--- src/include/store_path_macros.svh ---
`ifndef STORE_PATH_MACROS_SVH
`define STORE_PATH_MACROS_SVH

// bus widths of the store path
`define STORE_ADDR_W 32
`define STORE_DATA_W 32
`define STORE_STRB_W 4

// store buffer entries
`define STORE_FIFO_DEPTH 4

// single write id, every store uses it
`define STORE_AXI_ID_W 4
`define STORE_AXI_ID 1

// fixed kuseg translation when no tlb is present
`define KUSEG_OFFSET 32'h4000_0000

`endif

--- src/hdl/mips_addr_pkg.sv ---
package mips_addr_pkg;

    // segment view of a virtual address
    typedef struct packed {
        logic [2:0]  segment;
        logic [28:0] low;
    } addr_seg_t;

    // byte lane view of the same word
    typedef struct packed {
        logic [29:0] word_idx;
        logic [1:0]  byte_off;
    } addr_lane_t;

    typedef union packed {
        addr_seg_t  seg;
        addr_lane_t lane;
    } addr_word_u;

    // unmapped segments, physical address is the low 29 bits
    localparam logic [2:0] SEG_KSEG0 = 3'b100;
    localparam logic [2:0] SEG_KSEG1 = 3'b101;

    // store size codes from the memory stage
    localparam logic [1:0] SIZE_BYTE = 2'd0;
    localparam logic [1:0] SIZE_HALF = 2'd1;
    localparam logic [1:0] SIZE_WORD = 2'd2;

endpackage

--- src/hdl/axi_wr_pkg.sv ---
package axi_wr_pkg;

    // awsize, bytes per beat
    localparam logic [2:0] AXI_SIZE_1B = 3'b000;
    localparam logic [2:0] AXI_SIZE_2B = 3'b001;
    localparam logic [2:0] AXI_SIZE_4B = 3'b010;

    // awburst
    localparam logic [1:0] AXI_BURST_INCR = 2'b01;

    // awlen is beats minus one, axi3 width
    localparam logic [3:0] AXI_LEN_SINGLE = 4'h0;

    // bresp
    localparam logic [1:0] AXI_RESP_OKAY = 2'b00;

endpackage

--- src/hdl/store_align.sv ---
`timescale 1ns/1ps
`include "store_path_macros.svh"

module store_align (
    input  logic                       aclk,
    input  logic                       rst,
    input  logic                       st_valid,
    input  mips_addr_pkg::addr_word_u  st_addr,
    input  logic [1:0]                 st_size,
    input  logic [`STORE_DATA_W-1:0]   st_data,
    input  logic                       st_busy,
    output logic                       push,
    output logic                       st_ex,
    output logic [`STORE_ADDR_W-1:0]   paddr,
    output logic [`STORE_STRB_W-1:0]   strb,
    output logic [`STORE_DATA_W-1:0]   data,
    output logic [1:0]                 size
);

    logic [`STORE_ADDR_W-1:0] map_addr;
    logic [`STORE_STRB_W-1:0] map_strb;
    logic [`STORE_DATA_W-1:0] map_data;
    logic                     misaligned;

    // fixed translation, no tlb
    always_comb begin
        case (st_addr.seg.segment)
            mips_addr_pkg::SEG_KSEG0,
            mips_addr_pkg::SEG_KSEG1: map_addr = {3'b000, st_addr.seg.low};
            default: begin
                // kuseg has the top bit clear, kseg2/kseg3 map one to one
                if (!st_addr.seg.segment[2]) begin
                    map_addr = st_addr + `KUSEG_OFFSET;
                end else begin
                    map_addr = st_addr;
                end
            end
        endcase
    end

    // lane select and data replication
    always_comb begin
        misaligned = 1'b0;
        map_strb   = '0;
        map_data   = st_data;
        case (st_size)
            mips_addr_pkg::SIZE_BYTE: begin
                map_strb = 4'b0001 << st_addr.lane.byte_off;
                map_data = {4{st_data[7:0]}};
            end
            mips_addr_pkg::SIZE_HALF: begin
                misaligned = st_addr.lane.byte_off[0];
                map_strb   = st_addr.lane.byte_off[1] ? 4'b1100 : 4'b0011;
                map_data   = {2{st_data[15:0]}};
            end
            mips_addr_pkg::SIZE_WORD: begin
                misaligned = (st_addr.lane.byte_off != 2'b00);
                map_strb   = 4'b1111;
            end
            // undefined size code is rejected like a misaligned store
            default: misaligned = 1'b1;
        endcase
    end

    always_ff @(posedge aclk) begin
        if (rst) begin
            push  <= 1'b0;
            st_ex <= 1'b0;
        end else begin
            push  <= st_valid && !misaligned;
            st_ex <= st_valid && misaligned;
        end
    end

    always_ff @(posedge aclk) begin
        if (st_valid) begin
            paddr <= map_addr;
            strb  <= map_strb;
            data  <= map_data;
            size  <= st_size;
        end
    end

    // caller must hold off while the buffer reports busy
    assert property (@(posedge aclk) disable iff (rst) st_valid |-> !st_busy);

endmodule

--- src/hdl/store_fifo.sv ---
`timescale 1ns/1ps
`include "store_path_macros.svh"

module store_fifo (
    input  logic                      aclk,
    input  logic                      rst,
    input  logic                      push,
    input  logic [`STORE_ADDR_W-1:0]  paddr,
    input  logic [`STORE_STRB_W-1:0]  strb,
    input  logic [`STORE_DATA_W-1:0]  data,
    input  logic [1:0]                size,
    input  logic                      pop,
    output logic [`STORE_ADDR_W-1:0]  head_addr,
    output logic [`STORE_STRB_W-1:0]  head_strb,
    output logic [`STORE_DATA_W-1:0]  head_data,
    output logic [1:0]                head_size,
    output logic                      not_empty,
    output logic                      full_soon
);

    localparam int DEPTH = `STORE_FIFO_DEPTH;
    localparam int PTR_W = $clog2(DEPTH);
    localparam int CNT_W = $clog2(DEPTH + 1);

    logic [`STORE_ADDR_W-1:0] addr_mem [DEPTH];
    logic [`STORE_STRB_W-1:0] strb_mem [DEPTH];
    logic [`STORE_DATA_W-1:0] data_mem [DEPTH];
    logic [1:0]               size_mem [DEPTH];

    logic [PTR_W-1:0] wr_ptr;
    logic [PTR_W-1:0] rd_ptr;
    logic [CNT_W-1:0] count;

    always_ff @(posedge aclk) begin
        if (rst) begin
            wr_ptr <= '0;
            rd_ptr <= '0;
            count  <= '0;
        end else begin
            if (push) wr_ptr <= wr_ptr + 1'b1;
            if (pop) rd_ptr <= rd_ptr + 1'b1;
            count <= count + CNT_W'(push) - CNT_W'(pop);
        end
    end

    always_ff @(posedge aclk) begin
        if (push) begin
            addr_mem[wr_ptr] <= paddr;
            strb_mem[wr_ptr] <= strb;
            data_mem[wr_ptr] <= data;
            size_mem[wr_ptr] <= size;
        end
    end

    assign head_addr = addr_mem[rd_ptr];
    assign head_strb = strb_mem[rd_ptr];
    assign head_data = data_mem[rd_ptr];
    assign head_size = size_mem[rd_ptr];
    assign not_empty = (count != '0);
    // one slot left for the store already registered upstream
    assign full_soon = (count >= CNT_W'(DEPTH - 1));

    assert property (@(posedge aclk) disable iff (rst) push |-> count != CNT_W'(DEPTH));
    assert property (@(posedge aclk) disable iff (rst) pop |-> count != '0);

endmodule

--- src/hdl/axi_store_writer.sv ---
`timescale 1ns/1ps
`include "store_path_macros.svh"

module axi_store_writer (
    input  logic                        aclk,
    input  logic                        rst,
    input  logic [`STORE_ADDR_W-1:0]    head_addr,
    input  logic [`STORE_STRB_W-1:0]    head_strb,
    input  logic [`STORE_DATA_W-1:0]    head_data,
    input  logic [1:0]                  head_size,
    input  logic                        not_empty,
    input  logic                        awready,
    input  logic                        wready,
    input  logic [`STORE_AXI_ID_W-1:0]  bid,
    input  logic [1:0]                  bresp,
    input  logic                        bvalid,
    output logic                        pop,
    output logic [`STORE_AXI_ID_W-1:0]  awid,
    output logic [`STORE_ADDR_W-1:0]    awaddr,
    output logic [3:0]                  awlen,
    output logic [2:0]                  awsize,
    output logic [1:0]                  awburst,
    output logic                        awvalid,
    output logic [`STORE_AXI_ID_W-1:0]  wid,
    output logic [`STORE_DATA_W-1:0]    wdata,
    output logic [`STORE_STRB_W-1:0]    wstrb,
    output logic                        wlast,
    output logic                        wvalid,
    output logic                        bready,
    output logic                        bus_err,
    output logic                        busy
);

    localparam logic [`STORE_AXI_ID_W-1:0] WR_ID = `STORE_AXI_ID;

    typedef enum logic [1:0] {IDLE, ADDR_DATA, RESP} state_t;
    state_t state;

    logic aw_done;
    logic w_done;

    // a channel is finished once its valid is gone or is being taken now
    assign aw_done = !awvalid || awready;
    assign w_done  = !wvalid || wready;

    assign pop = (state == IDLE) && not_empty;

    always_ff @(posedge aclk) begin
        if (rst) begin
            state   <= IDLE;
            awvalid <= 1'b0;
            wvalid  <= 1'b0;
            bus_err <= 1'b0;
        end else begin
            bus_err <= 1'b0;
            case (state)
                IDLE: if (pop) begin
                    awvalid <= 1'b1;
                    wvalid  <= 1'b1;
                    state   <= ADDR_DATA;
                end
                ADDR_DATA: begin
                    if (awready) awvalid <= 1'b0;
                    if (wready) wvalid <= 1'b0;
                    if (aw_done && w_done) state <= RESP;
                end
                default: if (bvalid) begin
                    bus_err <= (bresp != axi_wr_pkg::AXI_RESP_OKAY);
                    state   <= IDLE;
                end
            endcase
        end
    end

    // head entry held for the whole transaction
    always_ff @(posedge aclk) begin
        if (pop) begin
            awaddr <= head_addr;
            wdata  <= head_data;
            wstrb  <= head_strb;
            case (head_size)
                mips_addr_pkg::SIZE_BYTE: awsize <= axi_wr_pkg::AXI_SIZE_1B;
                mips_addr_pkg::SIZE_HALF: awsize <= axi_wr_pkg::AXI_SIZE_2B;
                default: awsize <= axi_wr_pkg::AXI_SIZE_4B;
            endcase
        end
    end

    assign awid    = WR_ID;
    assign wid     = WR_ID;
    assign awlen   = axi_wr_pkg::AXI_LEN_SINGLE;
    assign awburst = axi_wr_pkg::AXI_BURST_INCR;
    assign wlast   = 1'b1;
    assign bready  = (state == RESP);
    assign busy    = pop || (state != IDLE);

    assert property (@(posedge aclk) disable iff (rst)
        awvalid && !awready |=> awvalid && $stable(awaddr));
    // only one write in flight, so the response must carry our id
    assert property (@(posedge aclk) disable iff (rst) bvalid && bready |-> bid == awid);

endmodule

--- src/hdl/uncached_store_top.sv ---
`timescale 1ns/1ps
`include "store_path_macros.svh"

module uncached_store_top (
    input  logic                        aclk,
    input  logic                        rst,
    input  logic                        st_valid,
    input  mips_addr_pkg::addr_word_u   st_addr,
    input  logic [1:0]                  st_size,
    input  logic [`STORE_DATA_W-1:0]    st_data,
    output logic                        st_busy,
    output logic                        st_ex,
    output logic                        store_record,
    output logic                        bus_err,
    output logic [`STORE_AXI_ID_W-1:0]  awid,
    output logic [`STORE_ADDR_W-1:0]    awaddr,
    output logic [3:0]                  awlen,
    output logic [2:0]                  awsize,
    output logic [1:0]                  awburst,
    output logic                        awvalid,
    input  logic                        awready,
    output logic [`STORE_AXI_ID_W-1:0]  wid,
    output logic [`STORE_DATA_W-1:0]    wdata,
    output logic [`STORE_STRB_W-1:0]    wstrb,
    output logic                        wlast,
    output logic                        wvalid,
    input  logic                        wready,
    input  logic [`STORE_AXI_ID_W-1:0]  bid,
    input  logic [1:0]                  bresp,
    input  logic                        bvalid,
    output logic                        bready
);

    logic                     push;
    logic                     pop;
    logic [`STORE_ADDR_W-1:0] paddr;
    logic [`STORE_STRB_W-1:0] strb;
    logic [`STORE_DATA_W-1:0] data;
    logic [1:0]               size;
    logic [`STORE_ADDR_W-1:0] head_addr;
    logic [`STORE_STRB_W-1:0] head_strb;
    logic [`STORE_DATA_W-1:0] head_data;
    logic [1:0]               head_size;
    logic                     not_empty;
    logic                     full_soon;
    logic                     writer_busy;

    assign st_busy = full_soon;

    // stores still owed to memory, in the buffer, on the bus or arriving
    assign store_record = not_empty || writer_busy || push;

    store_align i_store_align (
        .aclk     (aclk),
        .rst      (rst),
        .st_valid (st_valid),
        .st_addr  (st_addr),
        .st_size  (st_size),
        .st_data  (st_data),
        .st_busy  (st_busy),
        .push     (push),
        .st_ex    (st_ex),
        .paddr    (paddr),
        .strb     (strb),
        .data     (data),
        .size     (size)
    );

    store_fifo i_store_fifo (
        .aclk      (aclk),
        .rst       (rst),
        .push      (push),
        .paddr     (paddr),
        .strb      (strb),
        .data      (data),
        .size      (size),
        .pop       (pop),
        .head_addr (head_addr),
        .head_strb (head_strb),
        .head_data (head_data),
        .head_size (head_size),
        .not_empty (not_empty),
        .full_soon (full_soon)
    );

    axi_store_writer i_axi_store_writer (
        .aclk      (aclk),
        .rst       (rst),
        .head_addr (head_addr),
        .head_strb (head_strb),
        .head_data (head_data),
        .head_size (head_size),
        .not_empty (not_empty),
        .awready   (awready),
        .wready    (wready),
        .bid       (bid),
        .bresp     (bresp),
        .bvalid    (bvalid),
        .pop       (pop),
        .awid      (awid),
        .awaddr    (awaddr),
        .awlen     (awlen),
        .awsize    (awsize),
        .awburst   (awburst),
        .awvalid   (awvalid),
        .wid       (wid),
        .wdata     (wdata),
        .wstrb     (wstrb),
        .wlast     (wlast),
        .wvalid    (wvalid),
        .bready    (bready),
        .bus_err   (bus_err),
        .busy      (writer_busy)
    );

endmodule

--- config.mk ---
export PLATFORM = sky130hd
export DESIGN_NAME = uncached_store_top
export DESIGN_NICKNAME = d
export VERILOG_FILES = /design/src/hdl/mips_addr_pkg.sv /design/src/hdl/axi_wr_pkg.sv /design/src/hdl/store_align.sv /design/src/hdl/store_fifo.sv /design/src/hdl/axi_store_writer.sv /design/src/hdl/uncached_store_top.sv
export VERILOG_INCLUDE_DIRS = /design/src /design/src/include
export SDC_FILE = /design/constraint.sdc
export NUM_CORES = 1
export LEC_CHECK = 0
export BUFFER_PORTS_ARGS = -buffer_cell sky130_fd_sc_hd__buf_2
export CORE_AREA = 2 2 178 162
export DETAILED_ROUTE_END_ITERATION = 8
export DIE_AREA = 0 0 180 164
export PLACE_DENSITY = 0.82
export SYNTH_ARGS = -nofsm -noshare
export SYNTH_HDL_FRONTEND = slang
export SYNTH_HIERARCHICAL = 1
export SYNTH_SLANG_ARGS = --single-unit
--- constraint.sdc ---
create_clock -name aclk -period 4.32 [get_ports aclk]
set_input_delay 0.648 -clock aclk [delete_from_list [all_inputs] [get_ports aclk]]
set_output_delay 0.648 -clock aclk [all_outputs]
set_load 0.05 [all_outputs]
==> results by group <==
Run
  • Max cap viols: 0

Timing
  • Hold Violations, Final: 0
  • Final Skew: 0.0178 ns
  • Final period demand of the worst path: 2.65 ns
  • Period utilization: 0.614
  • Fmax: 377 MHz
  • RSZ-0062 raised after global routing: no
  • Final TNS setup: 0 ns
  • Final setup fails: 0
  • Rel. slew slack: 0.249
  • Least-Margin Pin Slew: 1.13 ns
  • Max-slew violation count: 0

Finish
  • Layout Nets: 938
  • Layout area overhead: 15.5%
  • Leading cell types in the layout, fill and taps excluded: edfxtp_1, buf_2, mux4_2
  • Most common cell after layout, fill and taps aside: edfxtp_1
  • Count of non-filler cells in the finished layout: 1,246
  • Share of post-route cells with drive strength above 1: 0.370
  • Finished Cell Area: 18,300 um2

Floorplan
  • Die Width: 180 um
  • Die Ht: 164 um
  • Initial cell density of the core: 0.574
  • Core area: 27,600 um2
  • IO Count: 171
  • Rows: 58
  • Die Area: 29,500 um2

CTS
  • TritonCTS clock tree: built
  • Clk pin slew, worst setup/hold paths: 0.06 ns
  • Insertion delay of the later-clocked pin in the worst-skew pair: 0.54 ns
  • Clock sinks: 436
  • Post-CTS sizing: 0
  • Cts bufs inserted: 43
  • # hold bufs at CTS: 0
  • Postcts setup bufs: 0
  • Clock Tree Root: clkbuf_16
  • H-tree levels: 2
  • CTS max path bufs: 3

Power and ir drop
  • Combinational power share: 0.229
  • VDD IR max: 0.563 mV
  • Leak: 6.29 nW
  • Pwr per Cell Area: 679 nW/um2
  • Flop pwr share: 0.463
  • Psw: 3.96 mW
  • Clock network power share: 0.308
  • Switching share of power: 0.318
  • Int Power: 8.49 mW

Setup path
  • Worst Path Max Fanout: 4
  • Worst path required time: 3.67 ns
  • Worst setup EP type: output pin
  • Crit Path Category: reg -> out
  • R2R Setup Slk: 2.16 ns
  • Reg-to-Reg End: i_axi_store_writer/awaddr[25]$_DFFE_PP_
  • Worst Path Arrival: 2.00 ns
  • Launch point of the worst path: i_store_fifo/count[1]$_SDFF_PP0_
  • Crit start category: flop
  • Cell depth of the worst flop-to-flop path: 2

Min path
  • Hold endpoint: i_store_align/paddr[25]$_DFFE_PP_
  • Min-delay src: st_addr[25]
  • Worst hold stages: 1
  • Min-Delay Path Class: in -> reg

Place
  • Hpwl dp: 16,300 um
  • DP Cell Count: 1,165
  • Area after DPL: 16,800 um2
  • Gp weighted congestion: 0.709
  • Count of input and output buffers: 150

Global route
  • GRT Resource Usage Total: 0.197
  • Number of global-route vias before repair: 7,154
  • First-pass GRT wire length: 43,200 um
  • Global route overflow: 0
  • Initial antenna violation count: 2
  • Largest net degree at the start of global routing: 71

Yosys
  • Cells after Synth: 671
  • Seq/Total Area, Yosys: 0.814
  • Ys Warns: 6
  • Post-Syn Area: 15,900 um2
  • Count of different cell masters after synthesis: 39
  • Synth Register Bits: 436
  • Mean Syn Cell Area: 23.7 um2

Detailed routing
  • Drt via density: 5.64
  • Drt wl/cell: 23.0 um
  • Remaining DRCs: 0
  • DRT Pass-1 Iters: 5
  • Post-detailed-route count of antenna-violating nets: 0
  • Vias: 7,023
  • Starting DRT DRC Count: 578
  • Final wirelength: 28,600 um

Run status
  • Status: complete, no violations
Yosys cell counts (all sizes together):
cell | n | area share
nor3 | 2 | 0.00095
mux4 | 70 | 0.099
xnor2 | 3 | 0.0017
dfxtp | 16 | 0.020
nor2 | 13 | 0.0041
nand2 | 11 | 0.0026
nand2b | 2 | 0.00079
clkbuf | 1 | 0.00024
o21ai | 11 | 0.0035
edfxtp | 420 | 0.79
and2 | 4 | 0.0016
a21bo | 1 | 0.00063
o311ai | 1 | 0.00055
or3 | 2 | 0.00079
nor2b | 11 | 0.0045
buf | 38 | 0.023
a2111oi | 2 | 0.0019
o32ai | 1 | 0.0010
nand3b | 1 | 0.00047
a21oi | 7 | 0.0022
or2b | 1 | 0.00047
mux2 | 16 | 0.015
nor4b | 1 | 0.00055
inv | 11 | 0.0026
nand3 | 1 | 0.00031
fa | 1 | 0.0013
ha | 9 | 0.0071
conb | 2 | 0.00047
mux2i | 11 | 0.0069
nor3b | 1 | 0.00079
metrics by stage:
| stage | util | total power, mW | worst slack, ns | hold slack [ns] |
|---|---|---|---|---|
| final | 0.663 | 12.5 | 1.67 | 0.289 |
| after global routing | 0.663 | 12.9 | 1.55 | 0.266 |
| after CTS | 0.663 | 12.6 | 1.65 | 0.268 |
| after detailed placement | 0.609 | 8.75 | 2.14 | 0.482 |
| after global placement | 0.609 | 8.68 | 2.14 | 0.468 |
| after floorplan | - | 8.06 | 1.02 | 0.459 |
kinds of logic (layout without fill, tap and decap cells):
family / count (synthesis) / in the layout / share of synthesized area
flops: 436 / 436 / 0.814
mux: 97 / 97 / 0.121
simple gates: 50 / 50 / 0.0179
buf+inv: 50 / 249 / 0.0261
compound gates: 23 / 23 / 0.00977
fa+ha+maj: 10 / 10 / 0.00835
xor+xnor: 3 / 3 / 0.00166
other cells: 2 / 18 / 0.000473
layer usage:
metal  up-vias  track usage  routed length (um)
met5         -            0                   0
met4         0       0.0588                 609
met3        55       0.0415                1990
met2       281        0.320               14100
met1      3619        0.274               11900
li1       3068            -                   -
flip-flops by register name, summed over array words and instances (netlist names), 2 cells and up, named ones only:
signal and cells:
i_axi_store_writer/wdata 32, i_store_fifo/rd_ptr 2, i_store_fifo/count 3, i_store_fifo/data_mem 128, i_store_align/size 2, i_axi_store_writer/awaddr 32, i_axi_store_writer/awsize 2, i_store_align/paddr 32
i_store_align/strb 4, i_store_fifo/strb_mem 16, i_axi_store_writer/wstrb 4, i_store_fifo/addr_mem 128, i_store_fifo/wr_ptr 2, i_store_fifo/size_mem 8, i_axi_store_writer/state 2, i_store_align/data 32
area by class of cell:
type	instances	area, um2
sequential	436	12900
antenna	2	5.00
inverter	11	42.5
fill	1791	9310
timing repair buffer	159	821
clock inverter	28	338
tap	360	450
multi-input combinational	199	2590
clock buffer	51	1150
worst max path at each step:
stage                                                    to  slack [ns]
global placement    i_axi_store_writer/awaddr[22]$_DFFE_PP_        2.14
finish                                         store_record        1.67
detailed placement    i_axi_store_writer/wdata[7]$_DFFE_PP_        2.14
floorplan                  i_store_fifo/count[1]$_SDFF_PP0_        1.02
global route                                   store_record        1.55
CTS                                            store_record        1.65
worst max-delay path, stage by stage, from the launching register on:
cell     delay [ns]
dfxtp_1        0.33
inv_1          0.08
nand3_1        0.15
or3_1          0.32
or3_1          0.38
buf_2          0.22
power groups by stage:
stage / Clock (mW) / Sequential (mW) / Combinational (mW)
2_1_floorplan: 0 / 6.92 / 1.14
3_3_place_gp: 0 / 5.83 / 2.85
3_5_place_dp: 0 / 5.86 / 2.89
4_1_cts: 3.92 / 5.78 / 2.90
5_1_grt: 4.08 / 5.84 / 2.99
6_report: 3.84 / 5.76 / 2.85
Note: power is estimated with default switching activity, not from simulation.
